$ cat config.mk
export PLATFORM = sky130hd
export DESIGN_NAME = sdram_ctrl
export DESIGN_NICKNAME = d
export VERILOG_FILES = /design/src/sdram_pkg.sv /design/src/sdram_ctrl.sv
export SDC_FILE = /design/constraint.sdc
export NUM_CORES = 1
export LEC_CHECK = 0
export BUFFER_PORTS_ARGS = -buffer_cell sky130_fd_sc_hd__buf_2
export CORE_ASPECT_RATIO = 2
export CORE_UTILIZATION = 40
export CTS_CLUSTER_DIAMETER = 200
export DETAILED_ROUTE_END_ITERATION = 16
export GPL_TIMING_DRIVEN = 1
export PLACE_DENSITY = 0.81
export SETUP_SLACK_MARGIN = 0.3
export SKIP_CTS_REPAIR_TIMING = 1
export SYNTH_ARGS = -nofsm -noshare
export SYNTH_HDL_FRONTEND = slang
export SYNTH_SLANG_ARGS = --single-unit
$ cat constraint.sdc
create_clock -name CLK -period 5.2 [get_ports CLK]
set_input_delay 0.26 -clock CLK [delete_from_list [all_inputs] [get_ports CLK]]
set_output_delay 0.26 -clock CLK [all_outputs]
set_load 0.005 [all_outputs]
$ cat src/sdram_pkg.sv
//--------------------------------------
// Shared SDRAM controller definitions
// Chip geometry and mode word
// Command, state and opcode enums
// Host, pin and access structs
//--------------------------------------
`default_nettype none

package sdram_pkg;

    // 4 banks of 2048 rows by 256 columns, 32-bit words
    localparam int col_width  = 8;
    localparam int row_width  = 11;
    localparam int bank_width = 2;
    localparam int dq_width   = 32;
    localparam int dqm_width  = dq_width / 8;
    // Byte address with lane bits below the column
    localparam int addr_width = $clog2(dqm_width) + col_width + row_width + bank_width;

    // Write burst on, CAS latency 2, sequential, burst length 1
    localparam logic [row_width-1:0] mode_word = {1'b0, 1'b0, 2'b00, 3'b010, 1'b0, 3'b000};

    // Encoded as {cs_n, ras_n, cas_n, we_n}
    typedef enum logic [3:0] {
        DIS  = 4'b1111,
        SMR  = 4'b0000,
        REF  = 4'b0001,
        PRE  = 4'b0010,
        ACT  = 4'b0011,
        WR   = 4'b0100,
        RD   = 4'b0101,
        BEND = 4'b0110,
        NOP  = 4'b0111
    } sdram_cmd_e;

    typedef enum logic [3:0] {
        INIT_PRE,
        INIT_REF1,
        INIT_REF2,
        INIT_SMR,
        IDLE,
        SETUP,
        ACCESS,
        WAIT,
        FETCH,
        RESP
    } ctrl_state_e;

    typedef enum logic [1:0] {
        OP_READ,
        OP_WRITE,
        OP_REFRESH
    } req_op_e;

    typedef struct packed {
        req_op_e               op;
        logic [addr_width-1:0] addr;
        logic [7:0]            wdata;
    } host_req_t;

    // Low byte from the address, high byte from its half-word neighbour
    typedef struct packed {
        logic [15:0] rd_data;
    } host_rsp_t;

    typedef struct packed {
        sdram_cmd_e            cmd;
        logic [bank_width-1:0] ba;
        logic [row_width-1:0]  a;
        logic [dqm_width-1:0]  dqm;
    } sdram_pins_t;

    // Registered request as seen by the controller and the DQ path
    typedef struct packed {
        logic [bank_width-1:0] bank;
        logic [row_width-1:0]  row;
        logic [col_width-1:0]  col;
        logic [1:0]            lane;
        logic [dqm_width-1:0]  dqm;
        logic [7:0]            wdata;
    } access_t;

endpackage

`default_nettype wire

$ cat src/sdram_ctrl.sv
//--------------------------------------
// SDRAM control FSM
// Init sequence, request handshake,
// command issue and response hand-off
//--------------------------------------
`timescale 1ns/1ps
`default_nettype none

module sdram_ctrl #(
    parameter int INIT_GAP = 8
) (
    input  wire                       CLK,
    input  wire                       RESET_n,
    input  wire                       req_valid,
    output logic                      req_ready,
    input  wire sdram_pkg::req_op_e   req_op,
    output logic                      accept,
    input  wire sdram_pkg::access_t   acc,
    output sdram_pkg::sdram_pins_t    pins,
    output logic                      dq_oe,
    output logic                      fetch,
    output logic                      rsp_valid,
    input  wire                       rsp_ready
);
    import sdram_pkg::*;

    // Counter holds the init gap and the two-cycle dwells
    localparam int CNT_W = (INIT_GAP > 2) ? $clog2(INIT_GAP) : 1;
    localparam logic [CNT_W-1:0] GAP_LAST = CNT_W'(INIT_GAP - 1);
    localparam logic [CNT_W-1:0] TWO_CYC  = CNT_W'(1);

    ctrl_state_e      state;
    ctrl_state_e      state_nxt;
    logic [CNT_W-1:0] cnt;
    logic [CNT_W-1:0] cnt_nxt;
    req_op_e          op_q;
    req_op_e          op_nxt;
    sdram_pins_t      pins_nxt;
    logic             first;
    logic             last;

    // First cycle of an init slot issues its command
    assign first = (cnt == GAP_LAST);
    assign last  = (cnt == '0);

    always_comb
    begin
        state_nxt    = state;
        cnt_nxt      = last ? cnt : cnt - 1'b1;
        op_nxt       = op_q;
        pins_nxt.cmd = NOP;
        pins_nxt.ba  = '0;
        pins_nxt.a   = '0;
        pins_nxt.dqm = '0;
        case (state)
            INIT_PRE:
            begin
                // Precharge all banks via A10
                if (first)
                begin
                    pins_nxt.cmd   = PRE;
                    pins_nxt.a[10] = 1'b1;
                end
                if (last)
                begin
                    state_nxt = INIT_REF1;
                    cnt_nxt   = GAP_LAST;
                end
            end
            INIT_REF1, INIT_REF2:
            begin
                if (first)
                    pins_nxt.cmd = REF;
                if (last)
                begin
                    state_nxt = (state == INIT_REF1) ? INIT_REF2 : INIT_SMR;
                    cnt_nxt   = GAP_LAST;
                end
            end
            INIT_SMR:
            begin
                if (first)
                begin
                    pins_nxt.cmd = SMR;
                    pins_nxt.a   = mode_word;
                end
                if (last)
                    state_nxt = IDLE;
            end
            IDLE:
            begin
                // Op held for the whole access
                if (accept)
                begin
                    state_nxt = SETUP;
                    op_nxt    = req_op;
                end
            end
            SETUP:
            begin
                // Address map output is valid from here on
                if (op_q == OP_REFRESH)
                    pins_nxt.cmd = REF;
                else
                begin
                    pins_nxt.cmd = ACT;
                    pins_nxt.ba  = acc.bank;
                    pins_nxt.a   = acc.row;
                end
                state_nxt = ACCESS;
                cnt_nxt   = TWO_CYC;
            end
            ACCESS:
            begin
                // Column command with auto-precharge on A10
                if (last)
                begin
                    if (op_q != OP_REFRESH)
                    begin
                        pins_nxt.cmd                = (op_q == OP_WRITE) ? WR : RD;
                        pins_nxt.ba                 = acc.bank;
                        pins_nxt.a[10]              = 1'b1;
                        pins_nxt.a[col_width-1:0]   = acc.col;
                        pins_nxt.dqm                = acc.dqm;
                    end
                    state_nxt = WAIT;
                    cnt_nxt   = TWO_CYC;
                end
            end
            WAIT:
            begin
                // CAS latency
                if (last)
                begin
                    state_nxt = FETCH;
                    cnt_nxt   = TWO_CYC;
                end
            end
            FETCH:
            begin
                if (last)
                    state_nxt = RESP;
            end
            RESP:
            begin
                // Writes and refresh have no response to hand off
                if (op_q != OP_READ || rsp_ready)
                    state_nxt = IDLE;
            end
            default:
                state_nxt = IDLE;
        endcase
    end

    always_ff @(posedge CLK or negedge RESET_n)
    begin
        if (!RESET_n)
        begin
            state <= INIT_PRE;
            cnt   <= GAP_LAST;
            op_q  <= OP_READ;
            pins  <= '{cmd: NOP, default: '0};
        end
        else
        begin
            state <= state_nxt;
            cnt   <= cnt_nxt;
            op_q  <= op_nxt;
            pins  <= pins_nxt;
        end
    end

    assign req_ready = (state == IDLE);
    assign accept    = req_valid && req_ready;
    // Write data on DQ around the WR command
    assign dq_oe     = (op_q == OP_WRITE) && (state inside {SETUP, ACCESS, WAIT});
    // Read data sampled at the end of the first FETCH cycle
    assign fetch     = (op_q == OP_READ) && (state == FETCH) && (cnt == TWO_CYC);
    assign rsp_valid = (op_q == OP_READ) && (state == RESP);

endmodule

`default_nettype wire

==> results.cfg <==
[status]
violations = negative hold slack
outcome = finished, violations left

[floorplanning]
initial_core_util_pct = 41.7
die_h_um = 88.7
die_width_um = 45.3
fp.dieArea_sq_mm = 0.00402
rows = 31
num_io_pins = 67
core_area_sq_mm = 0.00361

[finish]
drive_above_1_share_pct = 39.7
area_growth_pct = 24.0
fillCellCount = 346
diodes = 0
final_common_cell = buf_2
layout.nets = 238
final_cell_mix = 55 x buf_2, 23 x dfrtp_1, 9 x nor2_1

[route]
drc = 0
vias = 1271
dr.pass1.iters = 4
viasPerCell = 5.23
detail_route.wl_per_cell_um = 13.4
drtAntennaViolNets = 0
drtIter0Drc = 28
drt-total-wl_um = 3260

[worst_setup_path]
worstReg2RegStart = state[2]$_DFFE_PN0P_
r2r_slack_ns = 2.95
cp.required_ns = 5.42
cp.arrival_ns = 2.48
crit_path_end_kind = register
critical_path.max_fanout = 18
path_class = reg2reg
r2r_cells = 4
r2r_end = pins[4]$_DFF_PN0_
startpoint_type = register

[placed_design]
dp_hpwl_um = 2300
numPortBuffers = 55
gp_congestion = 0.788

[sta]
slew_viol_final = 0
fmax_mhz = 444
maxSlewHeadroom_pct = 53.9
final_hold_viol_count = 23
tightestPinTransition_ns = 0.689
fin_worst_skew_ns = 0.00486
rsz0062_at_grt = false
fin_crit_sh_pct = 43.3
holdWs_ns = -0.00980
fin_crit_ns = 2.25
tns_ns = 0
setup_viol = 0

[global_route]
antenna_found_initial = 0
grt_pass1_wl_um = 4970
overflow = 0
grt_max_degree = 30
grt_pass1_vias = 1157
grt_usage_pct = 17.4

[power]
leakage_nw = 0.952
irDropWorstVdd_mv = 0.267
p_total_w = 0.000888
power_density_mw_per_mm2 = 477

[clock_tree]
clkTransAtPathRegs_ns = 0.06
h-tree-depth = 2
numCtsBuffers = 5
cts_tree = done
cts_root_buf = clkbuf_8
clk_latency_ns = 0.29
clockBufferDepth = 2
clock_sinks = 29

[yosys]
seq_area_frac_synth_pct = 48.8
synth_flop_cell = dfrtp_1
syn_avg_cell_area_sq_um = 10.6
synth-seq-cells = 29
ys_warn_count = 0
syn_nets = 187
synth_edf_count = 0
async_reset_ff_share_pct = 100
synth.cell_area_sq_mm = 0.00150
synth.distinct_cells = 48
synthCells = 142

[min_path]
hold_path.class = in2async

[run]
cap_violations = 0
## cell families after synthesis
logic type | Yosys count | share of synthesized area (%)
AND/OR/NAND/NOR | 48 | 19.1
AO/OA/AOI/OAI | 41 | 20.6
flip-flops | 29 | 48.8
buffers and inverters | 15 | 5.16
adder cells (fa/ha/maj) | 5 | 4.00
multiplexers | 2 | 1.50
other | 1 | 0.250
XOR/XNOR | 1 | 0.583
## cell usage after synthesis, types with 2 or more instances
master | count | area, sq um
nor3_1 | 4 | 20.0
inv_1 | 4 | 15.0
clkbuf_1 | 2 | 7.51
and2_1 | 8 | 50.1
nand2_1 | 5 | 18.8
a21oi_1 | 8 | 40.0
nand2b_1 | 3 | 18.8
dfrtp_1 | 23 | 576
o21ai_0 | 5 | 25.0
mux2_2 | 2 | 22.5
o21a_1 | 3 | 22.5
buf_2 | 5 | 25.0
o31ai_1 | 2 | 15.0
ha_1 | 4 | 50.1
nand3b_1 | 3 | 22.5
dfstp_2 | 6 | 158
a21o_1 | 3 | 22.5
a22o_1 | 8 | 70.1
a211oi_1 | 2 | 15.0
buf_4 | 2 | 15.0
nor2b_1 | 4 | 25.0
nor2_1 | 9 | 33.8
a221oi_1 | 2 | 17.5
## layout make-up
class / instances / area, sq um / area share [%]
tap: 49 / 61.3 / 3.29
multi-input combinational: 98 / 692 / 37.1
clock buffer: 5 / 68.8 / 3.69
timing repair buffer: 55 / 275 / 14.8
inverter: 4 / 15.0 / 0.806
clock inverter: 3 / 17.5 / 0.940
sequential: 29 / 733 / 39.4
## worst max-delay path by stage
stage                                    start                    to  slack, ns
after floorplan               cnt[0]$_DFF_PN1_  state[0]$_DFFE_PN0P_       3.49
after detailed placement  state[2]$_DFFE_PN0P_     pins[4]$_DFF_PN0_       3.01
after global placement    state[2]$_DFFE_PN0P_     pins[6]$_DFF_PN0_       3.06
after CTS                 state[2]$_DFFE_PN0P_     pins[4]$_DFF_PN0_       2.99
after global routing      state[2]$_DFFE_PN0P_     pins[4]$_DFF_PN0_       2.87
final                     state[2]$_DFFE_PN0P_     pins[4]$_DFF_PN0_       2.95
## stage by stage
stage	util [%]	cells	setup WS [ns]	cell area (sq um)
3_5_place_dp	49.3	235	3.01	1780
5_1_grt	51.6	243	2.87	1860
6_report	51.6	243	2.95	1860
3_3_place_gp	49.3	235	3.06	1780
2_1_floorplan	-	142	3.49	1500
4_1_cts	51.6	243	2.99	1860
## per-layer routing
layer  GRT usage [%]  part of all wire (%)
met4            12.4                   2.3
met5               0                     0
met3            4.49                   6.6
met1            16.9                    38
met2            30.3                    53
## power by group
| part | switching, W | internal (W) |
|---|---|---|
| logic | 0.000158 | 0.000165 |
| registers | 0.0000880 | 0.000298 |
| clock network | 0.0000877 | 0.0000920 |
## critical path, stage by stage, from the launching register on
cell	delay, ns
dfrtp_1	0.69
nand2b_1	0.34
or2_1	0.35
nor2_1	0.54
a22o_1	0.26
## registers in the layout, indices dropped and copies added, names as in the netlist
signal  cells
op_q        2
pins       20
state       4
cnt         3
Note: power is estimated with default switching activity, not from simulation.
