===== config.mk =====
export PLATFORM = sky130hd
export DESIGN_NAME = sdram_addr_map
export DESIGN_NICKNAME = d
export VERILOG_FILES = /design/src/sdram_pkg.sv /design/src/sdram_addr_map.sv
export SDC_FILE = /design/constraint.sdc
export NUM_CORES = 1
export LEC_CHECK = 0
export BUFFER_PORTS_ARGS = -buffer_cell sky130_fd_sc_hd__buf_2
export CAP_MARGIN = 20
export CORE_MARGIN = 2
export CORE_UTILIZATION = 44
export CTS_CLUSTER_DIAMETER = 120
export CTS_CLUSTER_SIZE = 24
export DETAILED_ROUTE_END_ITERATION = 7
export PLACE_DENSITY = 0.8
export RECOVER_POWER = 50
export SLEW_MARGIN = 20
export SYNTH_ARGS = -nofsm -noshare
export SYNTH_HDL_FRONTEND = slang
export SYNTH_SLANG_ARGS = --single-unit
export TNS_END_PERCENT = 1

===== constraint.sdc =====
create_clock -name CLK -period 1.1 [get_ports CLK]
set_input_delay 0.165 -clock CLK [delete_from_list [all_inputs] [get_ports CLK]]
set_output_delay 0.165 -clock CLK [all_outputs]
set_load 0.05 [all_outputs]

===== src/sdram_pkg.sv =====
//--------------------------------------
// Shared SDRAM controller definitions
// Chip geometry and mode word
// Command, state and opcode enums
// Host, pin and access structs
//--------------------------------------
`default_nettype none

package sdram_pkg;

    // 4 banks of 2048 rows by 256 columns, 32-bit words
    localparam int col_width  = 8;
    localparam int row_width  = 11;
    localparam int bank_width = 2;
    localparam int dq_width   = 32;
    localparam int dqm_width  = dq_width / 8;
    // Byte address with lane bits below the column
    localparam int addr_width = $clog2(dqm_width) + col_width + row_width + bank_width;

    // Write burst on, CAS latency 2, sequential, burst length 1
    localparam logic [row_width-1:0] mode_word = {1'b0, 1'b0, 2'b00, 3'b010, 1'b0, 3'b000};

    // Encoded as {cs_n, ras_n, cas_n, we_n}
    typedef enum logic [3:0] {
        DIS  = 4'b1111,
        SMR  = 4'b0000,
        REF  = 4'b0001,
        PRE  = 4'b0010,
        ACT  = 4'b0011,
        WR   = 4'b0100,
        RD   = 4'b0101,
        BEND = 4'b0110,
        NOP  = 4'b0111
    } sdram_cmd_e;

    typedef enum logic [3:0] {
        INIT_PRE,
        INIT_REF1,
        INIT_REF2,
        INIT_SMR,
        IDLE,
        SETUP,
        ACCESS,
        WAIT,
        FETCH,
        RESP
    } ctrl_state_e;

    typedef enum logic [1:0] {
        OP_READ,
        OP_WRITE,
        OP_REFRESH
    } req_op_e;

    typedef struct packed {
        req_op_e               op;
        logic [addr_width-1:0] addr;
        logic [7:0]            wdata;
    } host_req_t;

    // Low byte from the address, high byte from its half-word neighbour
    typedef struct packed {
        logic [15:0] rd_data;
    } host_rsp_t;

    typedef struct packed {
        sdram_cmd_e            cmd;
        logic [bank_width-1:0] ba;
        logic [row_width-1:0]  a;
        logic [dqm_width-1:0]  dqm;
    } sdram_pins_t;

    // Registered request as seen by the controller and the DQ path
    typedef struct packed {
        logic [bank_width-1:0] bank;
        logic [row_width-1:0]  row;
        logic [col_width-1:0]  col;
        logic [1:0]            lane;
        logic [dqm_width-1:0]  dqm;
        logic [7:0]            wdata;
    } access_t;

endpackage

`default_nettype wire


===== src/sdram_addr_map.sv =====
//--------------------------------------
// Request register and address split
// into bank, row, column, lane and mask
//--------------------------------------
`timescale 1ns/1ps
`default_nettype none

module sdram_addr_map (
    input  wire                       CLK,
    input  wire                       RESET_n,
    input  wire                       accept,
    input  wire sdram_pkg::host_req_t req,
    output sdram_pkg::access_t        acc
);
    import sdram_pkg::*;

    // Byte address is {bank, row, col, lane}
    localparam int COL_LSB  = 2;
    localparam int ROW_LSB  = COL_LSB + col_width;
    localparam int BANK_LSB = ROW_LSB + row_width;

    logic [dqm_width-1:0] wr_mask;

    // Only the addressed lane is written
    assign wr_mask = ~(dqm_width'(1) << req.addr[1:0]);

    always_ff @(posedge CLK or negedge RESET_n)
    begin
        if (!RESET_n)
            acc <= '0;
        else if (accept)
        begin
            acc.bank  <= req.addr[BANK_LSB +: bank_width];
            acc.row   <= req.addr[ROW_LSB +: row_width];
            acc.col   <= req.addr[COL_LSB +: col_width];
            acc.lane  <= req.addr[1:0];
            // Reads and refresh leave every lane enabled
            acc.dqm   <= (req.op == OP_WRITE) ? wr_mask : '0;
            acc.wdata <= req.wdata;
        end
    end

endmodule

`default_nettype wire


==> flow_summary.yaml, run 1 <==
timing:
  max_freq_mhz: 935
  period_needed_ns: 1.07
  slew_headroom_pct: 68.6
  rsz0062_at_grt: "yes"
  clock_skew_ns: 0
  final_max_slew_viol_count: 0
  fin_crit_sh_pct: 97.2
  setup_viol: 0
  setup_tns_ns: 0
  hold_viol_final: 0
  worst_pin_slew_ns: 0.471
floorplan:
  rows: 20
  design.core.area_um2: 3000
  die_w_um: 59.9
  io_pins: 71
  die_y_um: 59.9
  initial_utilization_pct: 45.8
  die_area_um2: 3590
run:
  max-cap-violations: 0
critical_path:
  critPathRequiredTime_ns: 0.94
  end_kind: "output pin"
  slowest_delay_ns: 0.41
  crit_fanout: 2
  r2r_setup_slack_ns: 0.25
  crit_path_cell_trace: "buf_6"
  start_kind: "flop"
  worstSetupPathType: "reg2out"
  arrival_ns: 0.90
  crit_family: "flip-flops"
  critPathBufInv: 1
  slowest_stage: "dfrtp_1"
yosys:
  seq_area_frac_synth_pct: 63.8
  yosysWarnings: 0
  synth_cell_types: 10
  syn_nets: 119
  syn-cell-area_um2: 1370
  synthCells: 83
  avgSynthCellArea_um2: 16.6
  synth_seq_cells: 35
routing:
  wl_um: 2640
  antenna_left: 0
  drt-wirelength-per-cell_um: 13.7
  dr.pass1.iters: 3
  drtIter0Drc: 16
  dr_total_vias: 951
  drcViolationCount: 0
  vias_per_cell: 4.93
cts:
  cts_root_buffer: "clkbuf_4"
  clock_latency_ns: 0.33
  htree_levels: 2
  clkTransAtPathRegs_ns: 0.10
  clockBufferDepth: 2
  cts_tree: "built"
  cts_buffers: 5
  cts_sinks: 35
  post_cts_buffers: 0
power_and_ir_drop:
  powerDensity_nw_per_um2: 1610
  power.total_mw: 3.31
  p_leak_nw: 1.00
  ir_drop_mv: 1.00
final_layout:
  multi_input_area_um2: 460
  regArea_um2: 876
  largest_registers: "acc (35)"
  syn_to_final_growth_pct: 49.5
  n_antenna_cell: 0
  final_layout_size_suffix_gt1_share_pct: 71.9
  regMostFlops: "acc"
  largest_reg_flops: 35
  nets: 195
  fill_cells: 216
place:
  gp_congestion: 0.655
  place_hpwl_um: 1850
  io_buffers: 70
global_route:
  grt_pass1_vias: 937
  grt_pass1_wl_um: 3930
  grt-ovfl-total: 0
  grt_max_degree: 40
  antenna_found_initial: 0
  grtUsageTotal_pct: 15.4
status:
  status: "finished, final reports clean"
min_path:
  hold_class: "in2reg"
what timing repair did:
| item | CTS | global route |
|---|---|---|
| hold endpoints to repair | 35 | 0 |
| gates resized for setup | 50 | 20 |
| cloned | 0 | 0 |
| setup endpoints to repair | 35 | 32 |
| hold buffers | 1 | 0 |
metal layers:
| metal | vias up | part of all wire (%) | GRT usage (%) |
|---|---|---|---|
| met4 | 0 | 1.1 | 4.76 |
| met1 | 453 | 39 | 15.2 |
| met3 | 3 | 10 | 7.36 |
| li1 | 445 | - | - |
| met5 | - | 0 | 0 |
| met2 | 50 | 50 | 28.0 |
layout make-up:
class,instances,area share [%]
clock buffer,8,3.35
multi-input combinational,44,22.4
sequential,35,42.7
tap,33,2.01
timing repair buffer,73,29.6
layout by cell type (no fill, tap or decap):
cell type,n
clkbuf_8,2
dfrtp_1,35
mux2_2,25
or2_2,1
buf_12,1
a31o_2,4
buf_2,35
mux2_4,6
clkbuf_1,1
nor2b_1,5
nand2b_1,2
clkbuf_4,6
nand2_1,1
dlygate4sd3_1,1
buf_6,35
Yosys cell counts (all sizes together):
| master | count | area share, % |
|---|---|---|
| dfrtp | 35 | 64 |
| mux2 | 31 | 27 |
| nor2b | 5 | 2.3 |
| a31o | 4 | 2.5 |
| buf | 4 | 2.7 |
| nand2b | 2 | 0.91 |
| nand2 | 1 | 0.27 |
| or2 | 1 | 0.46 |
power by group:
| part | internal (mW) | switching, mW |
|---|---|---|
| Clock | 0.376 | 0.403 |
| Sequential | 1.41 | 0.0891 |
| Combinational | 0.422 | 0.607 |
| Total | 2.21 | 1.10 |
through the flow:
stage          hold WS [ns]  cells  area [um2]  util [%]  worst slack [ns]
3_5_place_dp          0.136    184        1770      58.9             0.101
5_1_grt              0.0394    193        2050      68.4           -0.0213
6_report             0.0578    193        2050      68.4            0.0308
4_1_cts              0.0425    193        1990      66.3          -0.00130
2_1_floorplan        -0.131     83        1370         -            0.0400
3_3_place_gp          0.132    184        1770      58.9             0.137
path summary, 6_finish.rpt:
check / startpoint / endpoint / cells past startpoint
max reg2reg: acc[8] / acc[8] / 2
min reg2reg: acc[2] / acc[2] / 1
min in group asynchronous: RESET_n / acc[10] / 3
min: req[27] / acc[31] / 2
max in group asynchronous: RESET_n / acc[7] / 3
max: acc[12] / acc[12] / 1
kinds of logic (layout without fill, tap and decap cells):
| logic type | after synthesis | after routing | share of synthesized area (%) |
|---|---|---|---|
| muxes | 31 | 31 | 27.0 |
| DFF | 35 | 35 | 63.8 |
| and+or+nand+nor | 9 | 9 | 3.92 |
| AOI/OAI and AO/OA | 4 | 4 | 2.55 |
| buffers and inverters | 4 | 81 | 2.73 |
Power figures use the tool's default switching activity.
==> run 2: changes to the inputs <==
==> constraint.sdc (replaced) <==
create_clock -name CLK -period 1.1 [get_ports CLK]
set_input_delay 0.055 -clock CLK [delete_from_list [all_inputs] [get_ports CLK]]
set_output_delay 0.055 -clock CLK [all_outputs]
set_load 0.05 [all_outputs]
==> run 2 against run 1 <==
  * Critical path depth unchanged
  * Total power decreased by 3.9%
  * Non-clock buffer count increased by 29
  * Critical path type unchanged
  * Highest routed layer unchanged
==> flow_summary.yaml, run 2 (same netlist as run 1, synthesis figures left out) <==
critical_path:
  cp-startpoint: "acc[1]"
  critPathBufInv: 1
  r2r_setup_slack_ns: 0.28
  end_kind: "output pin"
  slowest_delay_ns: 0.37
  worstSetupPathType: "reg2out"
  rr_worst_depth: 2
  endpoint: "acc[1]"
  critPathRequiredTime_ns: 1.04
  crit_path_cell_trace: "buf_2"
  r2r-start: "acc[9]"
  worst-path-stages: 1
  arrival_ns: 0.96
  crit_family: "flip-flops"
  crit_fanout: 2
  start_kind: "flop"
  slowest_stage: "dfrtp_1"
  timing.rr.end: "acc[9]"
floorplan:
  die_y_um: 59.9
  die_w_um: 59.9
  die_area_um2: 3590
  io_pins: 71
  rows: 20
  design.core.area_um2: 3000
  initial_utilization_pct: 45.8
global_route:
  grt_pass1_vias: 1070
  grt_max_degree: 40
  grtUsageTotal_pct: 17.8
  grt-ovfl-total: 0
  antenna_found_initial: 0
  grt_pass1_wl_um: 4690
final_layout:
  regMostFlops: "acc"
  n_antenna_cell: 0
  largest_reg_flops: 35
  syn_to_final_growth_pct: 54.2
  postLayoutCoreUtil_pct: 70.5
  largest_registers: "acc (35)"
  final_layout_size_suffix_gt1_share_pct: 60.3
  final_cell_mix: "buf_2, dfrtp_1, dlygate4sd3_1"
  layout_commonest_cell: "buf_2"
  nets: 224
place:
  io_buffers: 70
  place_hpwl_um: 1700
  gp_congestion: 0.656
  place_ws_ns: 0.206
timing:
  clock_skew_ns: 0
  worst_pin_slew_ns: 0.743
  hold_viol_final: 0
  max_freq_mhz: 982
  final_max_slew_viol_count: 0
  period_needed_ns: 1.02
  rsz0062_at_grt: "no"
  setup_viol: 0
  slew_headroom_pct: 50.4
  worst_slack_ns: 0.0816
  fin_crit_sh_pct: 92.6
  setup_tns_ns: 0
cts:
  cts_tree: "built"
  clock_latency_ns: 0.32
  htree_levels: 2
  post_cts_buffers: 0
  hold_buffers: 30
  cts_resized: 0
  cts_sinks: 35
  cts_root_buffer: "clkbuf_4"
  clkTransAtPathRegs_ns: 0.10
  clockBufferDepth: 2
  cts_buffers: 5
routing:
  dr_total_vias: 1045
  antenna_left: 0
  drt-wirelength-per-cell_um: 12.8
  vias_per_cell: 4.71
  drtIter0Drc: 24
  wl_um: 2840
  dr.pass1.iters: 2
  drcViolationCount: 0
min_path:
  min-delay-start: "req[8]"
  hold_depth: 2
  hold_class: "in2reg"
power_and_ir_drop:
  p_leak_nw: 1.05
  power.total_mw: 3.18
  powerDensity_nw_per_um2: 1500
  ir_drop_mv: 0.958
status:
  status: "finished, final reports clean"
run:
  max-cap-violations: 0
[run 2: layer usage]
metal / up-vias / share of wire [%] / track usage [%]
met5: - / 0 / 0
met4: 0 / 0.49 / 6.67
met3: 2 / 7.7 / 5.19
met2: 49 / 53 / 33.2
met1: 496 / 39 / 18.6
li1: 498 / - / -
[run 2: power by group]
group | switching [mW] | total (mW) | internal (mW)
Sequential | 0.0589 | 1.47 | 1.41
Combinational | 0.622 | 0.954 | 0.333
Clock | 0.380 | 0.757 | 0.376
Total | 1.06 | 3.18 | 2.12
[run 2: worst min-delay path by stage]
stage	to
finish	acc[12]
global route	acc[12]
CTS	acc[12]
detailed placement	acc[0]
global placement	acc[1]
floorplan	acc[0]
[run 2: cell type report]
| cell class | count | area, um2 |
|---|---|---|
| well taps | 33 | 41.3 |
| flip-flops and latches | 35 | 876 |
| fillers | 209 | 885 |
| repair buffers | 102 | 676 |
| multi-input cells | 44 | 457 |
| clock buffers | 8 | 68.8 |
[run 2: stage by stage]
step,hold slack [ns],cell area [um2],cells
finish,0.0242,2120,222
global route,0.00521,2120,222
CTS,0.0113,2120,222
detailed placement,0.111,1760,184
global placement,0.0947,1760,184
floorplan,-0.241,1370,83
